===== src/common/kbd_consts.svh =====
// Register offsets are full bus addresses; queue depths are expected to be powers of two
`ifndef KBD_CONSTS_SVH
`define KBD_CONSTS_SVH

// Register map, word offsets
`define KBD_ADDR_STATUS  32'h0000_0000
`define KBD_ADDR_DATA    32'h0000_0004
`define KBD_ADDR_CONTROL 32'h0000_0008

// Scan code queue depth
// Status bits 11:8 hold its occupancy, so 15 entries at most
`define KBD_SCAN_DEPTH 8

// Read reply queue depth
// Also the number of reads the host may have in flight
`define KBD_REPLY_DEPTH 4

// Longest gap between PS/2 falling edges, in system clocks
// A partial frame older than this is dropped
`define KBD_PS2_TIMEOUT 2000

`endif


===== src/common/kbd_pkg.sv =====
// Types only; widths follow the GCI device port of the core (32-bit bus, 24-bit irq data)
`default_nettype none

package kbd_pkg;

	// Device bus address as driven by the core
	typedef logic [31:0] gci_addr_t;

	// Device bus data word
	// Also the payload of the reply queue
	typedef logic [31:0] gci_data_t;

	// Data word carried next to the interrupt request
	typedef logic [23:0] irq_data_t;

	// One received PS/2 byte
	// Also the payload of the scan queue
	typedef logic [7:0] scan_code_t;

	// Register selected by a host access
	// reg_none covers every unmapped offset
	typedef enum logic [1:0] {
		reg_status  = 2'd0,
		reg_data    = 2'd1,
		reg_control = 2'd2,
		reg_none    = 2'd3
	} kbd_reg_e;

endpackage

`default_nettype wire


===== src/ps2_keyboard/kbd_irq_ctrl.sv =====
// One request per burst of codes; irq_data is the occupancy right after the triggering push
`timescale 1ns/1ns
`default_nettype none
`include "kbd_consts.svh"

module kbd_irq_ctrl
	import kbd_pkg::*;
(
	input  wire                                  clock,
	input  wire                                  rst_n,
	input  wire                                  irq_enable,
	input  wire                                  scan_push,
	input  wire [$clog2(`KBD_SCAN_DEPTH+1)-1:0]  scan_count,
	input  wire                                  irq_busy,
	input  wire                                  irq_ack,
	output logic                                 irq_req,
	output irq_data_t                            irq_data
);

	localparam int SCNT_W = $clog2(`KBD_SCAN_DEPTH + 1);

	// Push seen while the host was busy
	logic armed;
	logic raise;
	logic [SCNT_W-1:0] occupancy;

	// Count as it will be once the push lands
	assign occupancy = scan_push ? scan_count + 1'b1 : scan_count;
	assign raise = (scan_push | armed) & irq_enable & ~irq_req & ~irq_busy;

	always_ff @(posedge clock) begin
		if (!rst_n) begin
			irq_req <= 1'b0;
			irq_data <= '0;
			armed <= 1'b0;
		end else begin
			// Level held until the host acks
			if (irq_ack) begin
				irq_req <= 1'b0;
			end else if (raise) begin
				irq_req <= 1'b1;
				irq_data <= irq_data_t'(occupancy);
			end
			if (raise | ~irq_enable) begin
				armed <= 1'b0;
			end else if (scan_push & ~irq_req & irq_busy) begin
				armed <= 1'b1;
			end
		end
	end

endmodule

`default_nettype wire


===== src/ps2_keyboard/kbd_reg_exec.sv =====
// Exact address match only; one read at a time travels into the reply queue, so busy pulses per read
`timescale 1ns/1ns
`default_nettype none
`include "kbd_consts.svh"

module kbd_reg_exec
	import kbd_pkg::*;
(
	input  wire                                    clock,
	input  wire                                    rst_n,
	input  wire                                    dev_req,
	input  wire                                    dev_rw,
	input  wire gci_addr_t                         dev_addr,
	input  wire gci_data_t                         dev_data_in,
	input  wire                                    reply_full,
	input  wire scan_code_t                        scan_code,
	input  wire                                    scan_empty,
	input  wire [$clog2(`KBD_SCAN_DEPTH+1)-1:0]    scan_count,
	input  wire                                    code_valid,
	input  wire                                    frame_error,
	output logic                                   dev_busy,
	output logic                                   scan_pop,
	output logic                                   reply_push,
	output gci_data_t                              reply_data,
	output logic                                   irq_enable
);

	localparam int SCNT_W = $clog2(`KBD_SCAN_DEPTH + 1);

	kbd_reg_e sel;
	logic accept;
	logic rd_accept;
	logic wr_ctrl;
	logic scan_full;
	logic overflow_q;
	logic frame_err_q;
	gci_data_t status_word;
	gci_data_t read_word;

	// Hold off while the queue is full or a reply is still on its way in
	assign dev_busy = reply_full | reply_push;
	assign accept = dev_req & ~dev_busy;
	assign rd_accept = accept & ~dev_rw;
	assign wr_ctrl = accept & dev_rw & (sel == reg_control);

	// Address decode
	always_comb begin
		case (dev_addr)
			`KBD_ADDR_STATUS: sel = reg_status;
			`KBD_ADDR_DATA: sel = reg_data;
			`KBD_ADDR_CONTROL: sel = reg_control;
			default: sel = reg_none;
		endcase
	end

	// Data read takes the head, empty queue gives zero
	assign scan_pop = rd_accept & (sel == reg_data) & ~scan_empty;
	assign scan_full = (scan_count == SCNT_W'(`KBD_SCAN_DEPTH));

	always_comb begin
		status_word = '0;
		status_word[0] = ~scan_empty;
		status_word[1] = overflow_q;
		status_word[2] = frame_err_q;
		status_word[3] = irq_enable;
		status_word[8 +: SCNT_W] = scan_count;
	end

	always_comb begin
		case (sel)
			reg_status: read_word = status_word;
			reg_data: read_word = scan_empty ? '0 : gci_data_t'(scan_code);
			reg_control: read_word = gci_data_t'(irq_enable);
			default: read_word = '0;
		endcase
	end

	always_ff @(posedge clock) begin
		if (!rst_n) begin
			reply_push <= 1'b0;
			irq_enable <= 1'b0;
			overflow_q <= 1'b0;
			frame_err_q <= 1'b0;
		end else begin
			reply_push <= rd_accept;
			if (wr_ctrl) begin
				irq_enable <= dev_data_in[0];
				if (dev_data_in[1]) begin
					overflow_q <= 1'b0;
					frame_err_q <= 1'b0;
				end
			end
			// New events win over a clear in the same cycle
			if (code_valid & scan_full) begin
				overflow_q <= 1'b1;
			end
			if (frame_error) begin
				frame_err_q <= 1'b1;
			end
		end
	end

	// Reply word, goes into the queue next cycle
	always_ff @(posedge clock) begin
		if (rd_accept) begin
			reply_data <= read_word;
		end
	end

endmodule

`default_nettype wire


===== src/ps2_keyboard/ps2_frame_rx.sv =====
// Receive only; PS/2 clock must be much slower than clock, pins may be fully asynchronous
`timescale 1ns/1ns
`default_nettype none
`include "kbd_consts.svh"

module ps2_frame_rx
	import kbd_pkg::*;
(
	input  wire        clock,
	input  wire        rst_n,
	input  wire        ps2_clock,
	input  wire        ps2_data,
	output logic       code_valid,
	output scan_code_t code,
	output logic       frame_error
);

	localparam int TMO_W = $clog2(`KBD_PS2_TIMEOUT + 1);

	// Two flop synchronizers, idle level is high
	logic [1:0] clk_sync;
	logic [1:0] dat_sync;
	logic clk_prev;
	logic fall;

	// Frame assembly
	logic [10:0] shift_q;
	logic [3:0] bit_cnt;
	logic [TMO_W-1:0] idle_cnt;
	logic [10:0] frame;
	logic frame_ok;
	logic last_bit;

	always_ff @(posedge clock) begin
		if (!rst_n) begin
			clk_sync <= 2'b11;
			dat_sync <= 2'b11;
			clk_prev <= 1'b1;
		end else begin
			clk_sync <= {clk_sync[0], ps2_clock};
			dat_sync <= {dat_sync[0], ps2_data};
			clk_prev <= clk_sync[1];
		end
	end

	// One cycle strobe per falling keyboard clock
	assign fall = clk_prev & ~clk_sync[1];

	// Stop bit is still on the pin, the other ten are shifted in
	// frame[0] start, [8:1] data LSB first, [9] parity, [10] stop
	assign frame = {dat_sync[1], shift_q[10:1]};
	assign last_bit = fall && (bit_cnt == 4'd10);

	// Start low, stop high, odd parity over data and parity bit
	assign frame_ok = ~frame[0] & frame[10] & (^frame[9:1]);

	always_ff @(posedge clock) begin
		if (!rst_n) begin
			bit_cnt <= '0;
			idle_cnt <= '0;
			code_valid <= 1'b0;
			frame_error <= 1'b0;
		end else begin
			code_valid <= 1'b0;
			frame_error <= 1'b0;
			if (fall) begin
				idle_cnt <= '0;
				if (last_bit) begin
					bit_cnt <= '0;
					code_valid <= frame_ok;
					frame_error <= ~frame_ok;
				end else begin
					bit_cnt <= bit_cnt + 4'd1;
				end
			end else if (bit_cnt != 4'd0) begin
				// Keyboard went quiet mid frame
				if (idle_cnt == TMO_W'(`KBD_PS2_TIMEOUT)) begin
					bit_cnt <= '0;
					idle_cnt <= '0;
				end else begin
					idle_cnt <= idle_cnt + 1'b1;
				end
			end
		end
	end

	// Payload shifter, LSB arrives first
	always_ff @(posedge clock) begin
		if (fall) begin
			shift_q <= {dat_sync[1], shift_q[10:1]};
		end
	end

	// After the last shift the data byte sits in 8:1
	assign code = shift_q[8:1];

endmodule

`default_nettype wire


===== src/verilog/kbd_device.sv =====
// No PS/2 transmit and no scan-code translation; codes are raw set-2 bytes from the keyboard
`timescale 1ns/1ns
`default_nettype none
`include "kbd_consts.svh"

module kbd_device
	import kbd_pkg::*;
(
	input  wire             clock,
	input  wire             rst_n,
	input  wire             dev_req,
	input  wire             dev_rw,
	input  wire gci_addr_t  dev_addr,
	input  wire gci_data_t  dev_data_in,
	output logic            dev_busy,
	output logic            rsp_req,
	output gci_data_t       rsp_data,
	input  wire             rsp_busy,
	output logic            irq_req,
	output irq_data_t       irq_data,
	input  wire             irq_busy,
	input  wire             irq_ack,
	input  wire             ps2_clock,
	input  wire             ps2_data
);

	// Receiver side
	logic code_valid;
	scan_code_t code;
	logic frame_error;

	// Scan queue
	logic scan_push;
	logic scan_pop;
	scan_code_t scan_head;
	logic scan_empty;
	logic scan_full;
	logic [$clog2(`KBD_SCAN_DEPTH+1)-1:0] scan_count;

	// Reply queue
	logic reply_push;
	gci_data_t reply_data;
	logic reply_empty;
	logic reply_full;

	logic irq_enable;

	// Codes arriving on a full queue are dropped, the register block flags them
	assign scan_push = code_valid & ~scan_full;

	// Head reply leaves whenever the host can take it
	assign rsp_req = ~reply_empty & ~rsp_busy;

	ps2_frame_rx frame_rx_i (
		.clock(clock),
		.rst_n(rst_n),
		.ps2_clock(ps2_clock),
		.ps2_data(ps2_data),
		.code_valid(code_valid),
		.code(code),
		.frame_error(frame_error)
	);

	kbd_fifo #(
		.payload_t(scan_code_t),
		.DEPTH(`KBD_SCAN_DEPTH)
	) scan_fifo_i (
		.clock(clock),
		.rst_n(rst_n),
		.push(scan_push),
		.push_data(code),
		.pop(scan_pop),
		.pop_data(scan_head),
		.empty(scan_empty),
		.full(scan_full),
		.count(scan_count)
	);

	kbd_reg_exec reg_exec_i (
		.clock(clock),
		.rst_n(rst_n),
		.dev_req(dev_req),
		.dev_rw(dev_rw),
		.dev_addr(dev_addr),
		.dev_data_in(dev_data_in),
		.reply_full(reply_full),
		.scan_code(scan_head),
		.scan_empty(scan_empty),
		.scan_count(scan_count),
		.code_valid(code_valid),
		.frame_error(frame_error),
		.dev_busy(dev_busy),
		.scan_pop(scan_pop),
		.reply_push(reply_push),
		.reply_data(reply_data),
		.irq_enable(irq_enable)
	);

	// Replies keep request order
	kbd_fifo #(
		.payload_t(gci_data_t),
		.DEPTH(`KBD_REPLY_DEPTH)
	) reply_fifo_i (
		.clock(clock),
		.rst_n(rst_n),
		.push(reply_push),
		.push_data(reply_data),
		.pop(rsp_req),
		.pop_data(rsp_data),
		.empty(reply_empty),
		.full(reply_full),
		.count()
	);

	kbd_irq_ctrl irq_ctrl_i (
		.clock(clock),
		.rst_n(rst_n),
		.irq_enable(irq_enable),
		.scan_push(scan_push),
		.scan_count(scan_count),
		.irq_busy(irq_busy),
		.irq_ack(irq_ack),
		.irq_req(irq_req),
		.irq_data(irq_data)
	);

endmodule

`default_nettype wire


===== src/verilog/kbd_fifo.sv =====
// Push when full and pop when empty are ignored; pop_data is the head entry, valid when not empty
`timescale 1ns/1ns
`default_nettype none

module kbd_fifo #(
	parameter type payload_t = logic [7:0],
	parameter int DEPTH = 4
) (
	input  wire                          clock,
	input  wire                          rst_n,
	input  wire                          push,
	input  wire payload_t                push_data,
	input  wire                          pop,
	output payload_t                     pop_data,
	output logic                         empty,
	output logic                         full,
	output logic [$clog2(DEPTH+1)-1:0]   count
);

	localparam int PTR_W = (DEPTH > 1) ? $clog2(DEPTH) : 1;
	localparam int CNT_W = $clog2(DEPTH + 1);

	payload_t mem [DEPTH];
	logic [PTR_W-1:0] wr_ptr;
	logic [PTR_W-1:0] rd_ptr;
	logic do_push;
	logic do_pop;

	assign do_push = push & ~full;
	assign do_pop = pop & ~empty;

	always_ff @(posedge clock) begin
		if (!rst_n) begin
			wr_ptr <= '0;
			rd_ptr <= '0;
			count <= '0;
		end else begin
			// Pointers wrap at DEPTH, not only at a power of two
			if (do_push) begin
				wr_ptr <= (wr_ptr == PTR_W'(DEPTH - 1)) ? '0 : wr_ptr + 1'b1;
			end
			if (do_pop) begin
				rd_ptr <= (rd_ptr == PTR_W'(DEPTH - 1)) ? '0 : rd_ptr + 1'b1;
			end
			case ({do_push, do_pop})
				2'b10: count <= count + 1'b1;
				2'b01: count <= count - 1'b1;
				default: count <= count;
			endcase
		end
	end

	// Storage
	always_ff @(posedge clock) begin
		if (do_push) begin
			mem[wr_ptr] <= push_data;
		end
	end

	assign pop_data = mem[rd_ptr];
	assign empty = (count == '0);
	assign full = (count == CNT_W'(DEPTH));

endmodule

`default_nettype wire

===== config.mk =====
export PLATFORM = sky130hd
export DESIGN_NAME = kbd_device
export DESIGN_NICKNAME = d
export VERILOG_FILES = /design/src/common/kbd_pkg.sv /design/src/ps2_keyboard/kbd_irq_ctrl.sv /design/src/ps2_keyboard/kbd_reg_exec.sv /design/src/ps2_keyboard/ps2_frame_rx.sv /design/src/verilog/kbd_device.sv /design/src/verilog/kbd_fifo.sv
export VERILOG_INCLUDE_DIRS = /design/src /design/src/common
export SDC_FILE = /design/constraint.sdc
export NUM_CORES = 1
export LEC_CHECK = 0
export BUFFER_PORTS_ARGS = -buffer_cell sky130_fd_sc_hd__buf_2
export CAP_MARGIN = 20
export CORE_UTILIZATION = 50
export DETAILED_ROUTE_END_ITERATION = 10
export PLACE_DENSITY = 0.82
export SLEW_MARGIN = 10
export SYNTH_ARGS = -nofsm -noshare
export SYNTH_HDL_FRONTEND = slang
export SYNTH_SLANG_ARGS = --single-unit

===== constraint.sdc =====
create_clock -name clock -period 2.8 [get_ports clock]
set_input_delay 0.42 -clock clock [delete_from_list [all_inputs] [get_ports clock]]
set_output_delay 0.42 -clock clock [all_outputs]
set_load 0.05 [all_outputs]

==> flow_summary.ini <==
[global_route]
grt_pass1_vias = 4707
grt_util_met1_pct = 20.6
grtUsageTotal_pct = 18.6
busiest_layer = met2
grt_overflow = 0
grt_util_met2_pct = 34.3
grtUsageMet3_pct = 4.95
grt_pass1_wl_um = 23400
antenna_found_initial = 0
grt_max_degree = 17

[min_path]
min_from = irq_ack
hold_end = irq_ctrl_i.irq_req
min_path_cells = 2
hold_path_class = input port to flip-flop

[critical_path]
crit_path_end_kind = flip-flop
path_class = flip-flop to flip-flop
crit_path_max_fanout = 7
crit_required_ns = 3.12
setup.worst_path.start_class = flip-flop
r2r_start = scan_fifo_i.count[1]
cp-startpoint = scan_fifo_i.count[1]
r2r_end = scan_fifo_i.count[3]
cp_data_arrival_time_ns = 2.93
timing.reg2reg.worst_path_depth = 10
r2r_slack_ns = 0.19

[sta]
hold_viol_final = 0
relSlewSlack_pct = 58.2
final.setup_skew_ns = 0.0102
fmax_ghz = 0.383
worstMarginPinSlew_ns = 0.627
rsz0062_at_grt = false
setup_viol = 0
setup-tns-final_ns = 0
fin_crit_sh_pct = 93.3
slew_violations = 0
min_period_ns = 2.61

[yosys]
syn_inst = 547
synth-seq-cells = 188
async_flop_share_pct = 0
synth_edf_count = 134
synth_area_per_cell_sq_um = 14.8
synth.distinct_cells = 54
netlist_area_sq_um = 8070
ys_seq_area_share_pct = 63.2
ys.flop_type = edfxtp_1
yosysWarnings = 0

[floorplan]
core-area_sq_um = 15800
initial_core_util_pct = 51.0
rows = 46
dieHeight_um = 129
die-area_sq_um = 16700
die_width_um = 129
io-pin-count = 132

[power]
cellPowerDensity_nw_per_um2 = 676
p_leak_nw = 3.21
irDropWorstVdd_uv = 423

[drt]
routed_wl_um = 14100
drt_iter0_drc = 392
drc = 0
antenna_left = 0
num_vias = 4537
drt_pass1_iterations = 5
wl_per_cell_um = 16.6
vias_per_cell = 5.32

[finish]
diodes = 0
multiInputGateArea_sq_um = 2650
fin_nets = 717
drive_above_1_share_pct = 24.0
final_cell_area_sq_um = 9160
final_common_cell = edfxtp_1
area_growth_pct = 13.5
seq_area_sq_um = 5110
layout_common_cells = 134 x edfxtp_1, 61 x buf_2, 53 x dfxtp_1, 40 x conb_1, 32 x nor2_1
fillers = 1189

[clock_tree]
clkLatencyLatePin_ns = 0.42
cts-root-buf = clkbuf_16
cts.repair.resized = 0
cts.reportedPaths.clkPinSlew_ns = 0.07
holdBufCountCts = 0
cts_setup_buffers = 0
htreeDepth = 4
clock-sinks = 188
cts_tree = yes
clockBufferDepth = 2
cts_buffers = 17

[run_status]
outcome = finished, final reports clean

[place]
place.gp.congestion = 0.749
port_buffers = 61
dpl-instance-area_sq_um = 8540
hpwl_um = 9910

[job]
drv_cap = 0
-- power by group --
part,total [mW],switching [mW],internal [mW]
Combinational,0.642,0.456,0.186
Clock,2.50,1.00,1.50
Sequential,3.05,0.0409,3.01
-- worst max-delay path, cell delays in order (launching register included) --
cell and delay (ns):
dfxtp_1 0.48, inv_1 0.13, ha_1 0.26, or3b_2 0.23, and2_1 0.14, and4_1 0.21
ha_1 0.23, or4b_1 0.45, a21oi_1 0.19, xnor2_1 0.14, nor2_1 0.05
-- per-stage QoR --
stage | hold slack, ns | worst slack (ns) | power, mW | util (%) | instances
after global placement | 0.389 | 0.336 | 3.73 | 54.0 | 822
final | 0.173 | 0.188 | 6.19 | 57.9 | 853
after detailed placement | 0.397 | 0.223 | 3.75 | 54.0 | 822
after floorplan | 0.386 | 0.297 | 3.65 | - | 586
after CTS | 0.158 | 0.149 | 6.23 | 57.9 | 853
after global routing | 0.152 | 0.0516 | 6.40 | 57.9 | 853
-- final cells by class --
type | count | share of cell area (%)
sequential | 188 | 55.8
multi-input combinational | 318 | 28.9
timing repair buffer | 78 | 4.73
clock buffer | 18 | 4.69
tap | 216 | 2.95
clock inverter | 13 | 2.05
inverter | 22 | 0.902
-- worst max path at each step --
stage                           endpoint  slack [ns]  cells past startpoint
global placement    scan_fifo_i.count[3]        0.34                     10
detailed placement  scan_fifo_i.count[3]        0.22                     10
CTS                 scan_fifo_i.count[3]        0.15                     10
finish              scan_fifo_i.count[3]        0.19                     10
global route        scan_fifo_i.count[3]        0.05                     10
floorplan           scan_fifo_i.count[3]        0.30                     10
-- metal layers --
layer	up-vias	wire, um
met3	20	487
met2	115	7870
met4	0	232
met5	-	0
met1	2267	5540
li1	2135	-
-- synthesized netlist by cell type (13+ instances only) --
cell	n	area share, %
nand2_1	24	1.1
buf_4	40	3.7
edfxtp_1	134	50
nor2_1	32	1.5
dfxtp_1	54	13
ha_1	18	2.8
mux2i_1	13	1.6
a21oi_1	19	1.2
inv_1	21	0.98
mux4_2	28	7.8
-- sequential cells by signal, summed over array words and instances, names as in the netlist, 3 cells and up, named ones only --
signal	flops
scan_fifo_i.mem	64
reply_fifo_i.mem	48
frame_rx_i.idle_cnt	11
frame_rx_i.shift_q	10
reg_exec_i.reply_data	12
frame_rx_i.bit_cnt	4
reply_fifo_i.count	3
irq_ctrl_i.irq_data	4
scan_fifo_i.rd_ptr	3
scan_fifo_i.count	4
scan_fifo_i.wr_ptr	3
-- kinds of logic (layout without fill, tap and decap cells) --
logic type | count (synthesis) | count (layout) | synth area share [%]
flops | 188 | 188 | 63.2
simple gates | 144 | 144 | 11.8
buf+inv | 80 | 131 | 5.75
compound gates | 51 | 51 | 4.03
mux | 42 | 42 | 9.56
xor+xnor | 22 | 22 | 2.56
fa+ha+maj | 19 | 19 | 3.04
other cells | 1 | 40 | 0.0465
No activity file was read; power rests on OpenSTA's default activity.
